**config.mk**
```make
export PLATFORM = sky130hd
export DESIGN_NAME = sweep_ctrl
export DESIGN_NICKNAME = d
export VERILOG_FILES = /design/src/source/lbm_pkg.sv /design/src/source/sweep_ctrl.sv
export SDC_FILE = /design/constraint.sdc
export NUM_CORES = 1
export LEC_CHECK = 0
export BUFFER_PORTS_ARGS = -buffer_cell sky130_fd_sc_hd__buf_2
export CELL_PAD_IN_SITES_DETAIL_PLACEMENT = 0
export CELL_PAD_IN_SITES_GLOBAL_PLACEMENT = 1
export CORE_MARGIN = 2
export CORE_UTILIZATION = 34
export DETAILED_ROUTE_END_ITERATION = 10
export GPL_TIMING_DRIVEN = 1
export HOLD_SLACK_MARGIN = 0.05
export PLACE_DENSITY = 0.82
export SKIP_CTS_REPAIR_TIMING = 1
export SKIP_LAST_GASP = 1
export SLEW_MARGIN = 20
export SYNTH_ARGS = -nofsm -noshare
export SYNTH_HDL_FRONTEND = slang
export SYNTH_SLANG_ARGS = --single-unit
export TNS_END_PERCENT = 5
```
**constraint.sdc**
```tcl
create_clock -name clk -period 1.7 [get_ports clk]
set_input_delay 0.255 -clock clk [delete_from_list [all_inputs] [get_ports clk]]
set_output_delay 0.255 -clock clk [all_outputs]
set_load 0.01 [all_outputs]
```
**src/source/lbm_pkg.sv**
```systemverilog
package lbm_pkg;

    // ----------------------------------------
    // Lattice and number formats
    // ----------------------------------------

    // D2Q9 has one rest population and eight moving ones
    localparam int NUM_DIRS = 9;

    // One distribution value, unsigned
    localparam int DIST_W = 16;

    // Density is unsigned, momentum is two's complement
    // Nine full-scale values still fit without overflow
    localparam int MOM_W = 20;

    // Relaxation rate in 1/256 steps, so 256 means 1.0
    localparam int OMEGA_W = 10;

    // ----------------------------------------
    // Lattice weights
    // ----------------------------------------

    // Fractions of 65536
    // 4/9 for rest, 1/9 along the axes, 1/36 on the diagonals
    localparam logic [15:0] W_REST = 16'd29127;
    localparam logic [15:0] W_AXIS = 16'd7282;
    localparam logic [15:0] W_DIAG = 16'd1820;

    // ----------------------------------------
    // Shared types
    // ----------------------------------------

    typedef logic [DIST_W-1:0] dist_t;

    // One lattice site, rest sits in the top bits
    // Seen as an ascending packed array, slot 0 is rest and slot 8 is nw
    typedef struct packed {
        dist_t rest;
        dist_t n;
        dist_t ne;
        dist_t e;
        dist_t se;
        dist_t s;
        dist_t sw;
        dist_t w;
        dist_t nw;
    } cell_t;

    // Moments of a streamed site
    typedef struct packed {
        logic        [MOM_W-1:0] rho;
        logic signed [MOM_W-1:0] mom_x;
        logic signed [MOM_W-1:0] mom_y;
    } moments_t;

endpackage

```
**src/source/sweep_ctrl.sv**
```systemverilog
module sweep_ctrl #(
    parameter  int GRID_W = 8,
    parameter  int GRID_H = 8,
    localparam int DEPTH  = GRID_W * GRID_H,
    localparam int ADDR_W = $clog2(DEPTH),
    localparam int XW     = (GRID_W > 1) ? $clog2(GRID_W) : 1,
    localparam int YW     = (GRID_H > 1) ? $clog2(GRID_H) : 1
) (
    input  logic                                      clk,
    input  logic                                      rst_n,
    input  logic                                      run,
    input  logic [lbm_pkg::OMEGA_W-1:0]               omega,
    output logic                                      busy,
    output logic [0:lbm_pkg::NUM_DIRS-1][ADDR_W-1:0]  rd_addr,
    output logic                                      rd_valid,
    output logic [ADDR_W-1:0]                         cell_addr,
    output logic [lbm_pkg::OMEGA_W-1:0]               omega_q,
    output logic                                      step_done,
    output logic [15:0]                               step_count,
    input  logic                                      wb_valid
);

    // Lattice velocities in cell order rest, n, ne, e, se, s, sw, w, nw
    localparam int DIR_EX [lbm_pkg::NUM_DIRS] = '{0, 0, 1, 1, 1, 0, -1, -1, -1};
    localparam int DIR_EY [lbm_pkg::NUM_DIRS] = '{0, 1, 1, 0, -1, -1, -1, 0, 1};

    logic              issue;
    logic [XW-1:0]     x;
    logic [YW-1:0]     y;
    logic [ADDR_W-1:0] wb_cnt;
    logic              start;
    logic [0:lbm_pkg::NUM_DIRS-1][ADDR_W-1:0] up_addr;

    // New step only from idle
    assign start = run && !busy;

    // ----------------------------------------
    // Upstream neighbours, periodic in x and y
    // ----------------------------------------

    for (genvar d = 0; d < lbm_pkg::NUM_DIRS; d++) begin : g_up
        logic [XW-1:0] ux;
        logic [YW-1:0] uy;

        // Pull from (x - ex, y - ey)
        always_comb begin
            if (DIR_EX[d] > 0) begin
                ux = (x == '0) ? XW'(GRID_W - 1) : x - 1'b1;
            end else if (DIR_EX[d] < 0) begin
                ux = (x == XW'(GRID_W - 1)) ? '0 : x + 1'b1;
            end else begin
                ux = x;
            end
            if (DIR_EY[d] > 0) begin
                uy = (y == '0) ? YW'(GRID_H - 1) : y - 1'b1;
            end else if (DIR_EY[d] < 0) begin
                uy = (y == YW'(GRID_H - 1)) ? '0 : y + 1'b1;
            end else begin
                uy = y;
            end
        end

        assign up_addr[d] = ADDR_W'(uy * GRID_W + ux);
    end

    // Last writeback of the step
    assign step_done = wb_valid && (wb_cnt == ADDR_W'(DEPTH - 1));

    // ----------------------------------------
    // Step sequencing
    // ----------------------------------------

    always_ff @(posedge clk or negedge rst_n) begin
        if (!rst_n) begin
            busy       <= 1'b0;
            issue      <= 1'b0;
            rd_valid   <= 1'b0;
            x          <= '0;
            y          <= '0;
            wb_cnt     <= '0;
            step_count <= '0;
        end else begin
            rd_valid <= issue;
            if (start) begin
                busy  <= 1'b1;
                issue <= 1'b1;
                x     <= '0;
                y     <= '0;
            end else if (issue) begin
                // Raster order, x fastest
                if (x == XW'(GRID_W - 1)) begin
                    x <= '0;
                    if (y == YW'(GRID_H - 1)) begin
                        y     <= '0;
                        issue <= 1'b0;
                    end else begin
                        y <= y + 1'b1;
                    end
                end else begin
                    x <= x + 1'b1;
                end
            end
            if (wb_valid) begin
                wb_cnt <= step_done ? '0 : wb_cnt + 1'b1;
            end
            if (step_done) begin
                busy       <= 1'b0;
                step_count <= step_count + 1'b1;
            end
        end
    end

    // Addresses and omega for the running step
    always_ff @(posedge clk) begin
        if (start) begin
            omega_q <= omega;
        end
        if (issue) begin
            rd_addr   <= up_addr;
            cell_addr <= ADDR_W'(y * GRID_W + x);
        end
    end

endmodule

```
==> results.py <==
metrics = {
    "worst_setup_path": {
        "path_buf_inv": 1,
        "worst-r2r-cell-count": 5,
        "worstPathRequired_ns": 1.44,
        "path_delay_family": "flip-flops",
        "slowest_delay_ns": 0.42,
        "critPathKind": "flip-flop to primary output",
        "crit_chain": "ha_4 > nand3_4 > nor2_4 > buf_2",
        "crit_fanout": 5,
        "worst_path_max_delay_cell": "dfrtp_2",
        "r2r_slack_ns": 0.11,
        "r2r-end": "step_count[15]",
        "crit_path_start_kind": "flip-flop",
        "cp.arrival_ns": 1.39,
        "timing.rr.start": "wb_cnt[1]",
        "endpoint_kind": "primary output",
    },
    "hold_path": {
        "hp-start": "omega[5]",
        "hold_path_class": "primary input to flip-flop",
        "hold-path-endpoint": "omega_q[5]",
        "worstHoldPathCells": 1,
    },
    "cts": {
        "htreeDepth": 3,
        "cts.sinks": 59,
        "cts_made_buffers": 9,
        "path_clk_slew_ns": 0.07,
        "cts_buffer_depth": 2,
        "tritoncts": "done",
        "clock_latency_ns": 0.33,
        "cts-root-buf": "clkbuf_8",
    },
    "synthesis": {
        "syn_nets": 234,
        "synth.area.top_cells": "edfxtp_1, dfrtp_1, buf_4, ha_1, xnor2_1",
        "syn_inst": 210,
        "synth.distinct_cells": 28,
        "ys_ff_latch": 59,
        "synth_top_cell_area_share": 0.311,
        "yosysWarnings": 0,
        "yosysTopAreaCell": "edfxtp_1",
        "synth_area_per_cell_sq_um": 12.9,
        "netlist_area_sq_um": 2700,
        "yosysSeqAreaShare": 0.598,
    },
    "outcome": {
        "status": "complete, no violations",
    },
    "drt": {
        "drtAntennaViolNets": 0,
        "detailedRoute.firstIterationViolations": 30,
        "routed_via_density": 4.34,
        "drc": 0,
        "wl_per_cell_um": 11.8,
        "wl_um": 4640,
        "firstDrtPassIters": 4,
        "vias": 1701,
    },
    "global_route": {
        "grt_pass1_vias": 1614,
        "grt_overflow": 0,
        "grt_max_degree": 32,
        "globalRouteTotalUtil": 0.113,
        "grt_pass1_wl_um": 7360,
        "antenna_found_initial": 0,
    },
    "power_and_ir_drop": {
        "total_power_mw": 5.60,
        "p_per_area_nw_per_um2": 1710,
        "clock_power_share": 0.212,
        "share_comb_of_total_power": 0.358,
        "intPower_mw": 3.60,
        "swShare": 0.357,
        "power_frac_seq": 0.430,
        "p_leak_nw": 1.56,
        "peakVddDrop_mv": 0.437,
        "switchingPower_mw": 2.00,
    },
    "sta": {
        "setup_viol": 0,
        "max_freq_mhz": 609,
        "drv_slew": 0,
        "skew_ns": 0.00550,
        "hold_viol": 0,
        "relSlewSlack": 0.525,
        "tns_ns": 0,
        "period_share": 0.966,
        "worst_pin_slew_ns": 0.712,
        "finalCriticalPeriod_ns": 1.64,
    },
    "floorplan": {
        "die-area_sq_um": 8680,
        "fp.coreArea_sq_um": 7730,
        "row_count": 32,
        "die_width_um": 93.2,
        "start_util": 0.350,
        "die_h_um": 93.2,
        "ios": 103,
    },
    "finish": {
        "diodes": 0,
        "final_layout_size_suffix_gt1_frac": 0.455,
        "nNetsFinal": 309,
        "final_common_cell": "buf_2",
        "area_delta_synth_final_pct": 21.1,
        "final_cell_mix": "buf_2, dfrtp_1, edfxtp_1, nand2_1, xnor2_1",
    },
    "placed_design": {
        "io_buffers": 102,
        "place.gp.congestion": 0.737,
        "hpwl_um": 3350,
    },
    "run": {
        "drv_cap": 0,
    },
}
stage by stage:
step	setup WS, ns	hold WS, ns	instances	area [sq um]	utilization
2_1_floorplan	0.151	-0.0406	210	2700	-
3_3_place_gp	0.0244	0.342	373	3050	0.394
3_5_place_dp	-0.0770	0.341	373	3050	0.394
4_1_cts	-0.216	-0.0211	389	3230	0.418
5_1_grt	-0.00937	0.0675	392	3270	0.424
6_report	0.0578	0.0939	392	3270	0.424
per-layer routing:
layer  vias to the layer above  global-route usage  share of wire
met5                         -                   0              0
met4                         0              0.0588          0.025
met3                         8              0.0459          0.080
met2                        81               0.191           0.49
met1                       784               0.121           0.41
li1                        828                   -              -
kinds of logic (layout without fill, tap and decap cells):
| group | after synthesis | after routing | share of synthesized area |
|---|---|---|---|
| flops | 59 | 59 | 0.598 |
| simple gates | 57 | 57 | 0.125 |
| buf+inv | 51 | 131 | 0.130 |
| xor+xnor | 18 | 18 | 0.0583 |
| fa+ha+maj | 10 | 10 | 0.0463 |
| compound gates | 9 | 9 | 0.0185 |
| mux | 6 | 6 | 0.0236 |
state kept, by name (all words and copies together), names as in the netlist:
| register | count |
|---|---|
| step_count | 16 |
| g_up.ux | 3 |
| omega_q | 10 |
| rd_valid | 1 |
| wb_cnt | 6 |
| busy | 1 |
| issue | 1 |
| rd_addr | 18 |
| g_up.uy | 3 |
synth_stat cells:
cell type	number
buf_4	42
dfrtp_1	31
edfxtp_1	28
nand2_1	14
xnor2_1	13
ha_1	10
nor2_1	10
nand3_1	8
nand4_1	7
a21oi_1	6
inv_1	5
xor2_1	5
nor3_1	4
clkbuf_1	3
mux2_2	3
mux2i_1	3
nor2b_1	3
and4_1	2
nand2b_1	2
nand3_4	2
nor4_4	2
a21o_1	1
and2_1	1
and3_1	1
clkbuf_2	1
nor2_2	1
o21ai_0	1
o31ai_1	1
how the worst max path moves through the flow:
stage                     cells past startpoint              to  slack, ns       from
after floorplan                               5  step_count[11]       0.15  wb_cnt[0]
after global placement                        5  step_count[11]       0.02  wb_cnt[1]
after detailed placement                      5  step_count[15]      -0.08  wb_cnt[1]
after CTS                                     4       step_done      -0.22  wb_cnt[1]
after global routing                          4       step_done     -0.009  wb_cnt[1]
final                                         4       step_done       0.06  wb_cnt[1]
cell type report:
| cell class | count | area [sq um] |
|---|---|---|
| well taps | 102 | 128 |
| multi-input cells | 100 | 753 |
| clock buffers | 9 | 124 |
| flip-flops and latches | 59 | 1620 |
| inverters | 5 | 18.8 |
| clock inverters | 7 | 58.8 |
| repair buffers | 110 | 573 |
| fillers | 752 | 4450 |
power groups by stage:
stage	combinational, mW	sequential (mW)	clock, mW
floorplan	1.57	2.60	0
global placement	1.97	2.40	0
detailed placement	2.00	2.42	0
CTS	2.00	2.40	1.22
global route	2.24	2.48	1.28
finish	2.00	2.41	1.18
No activity file was read; power rests on OpenSTA's default activity.
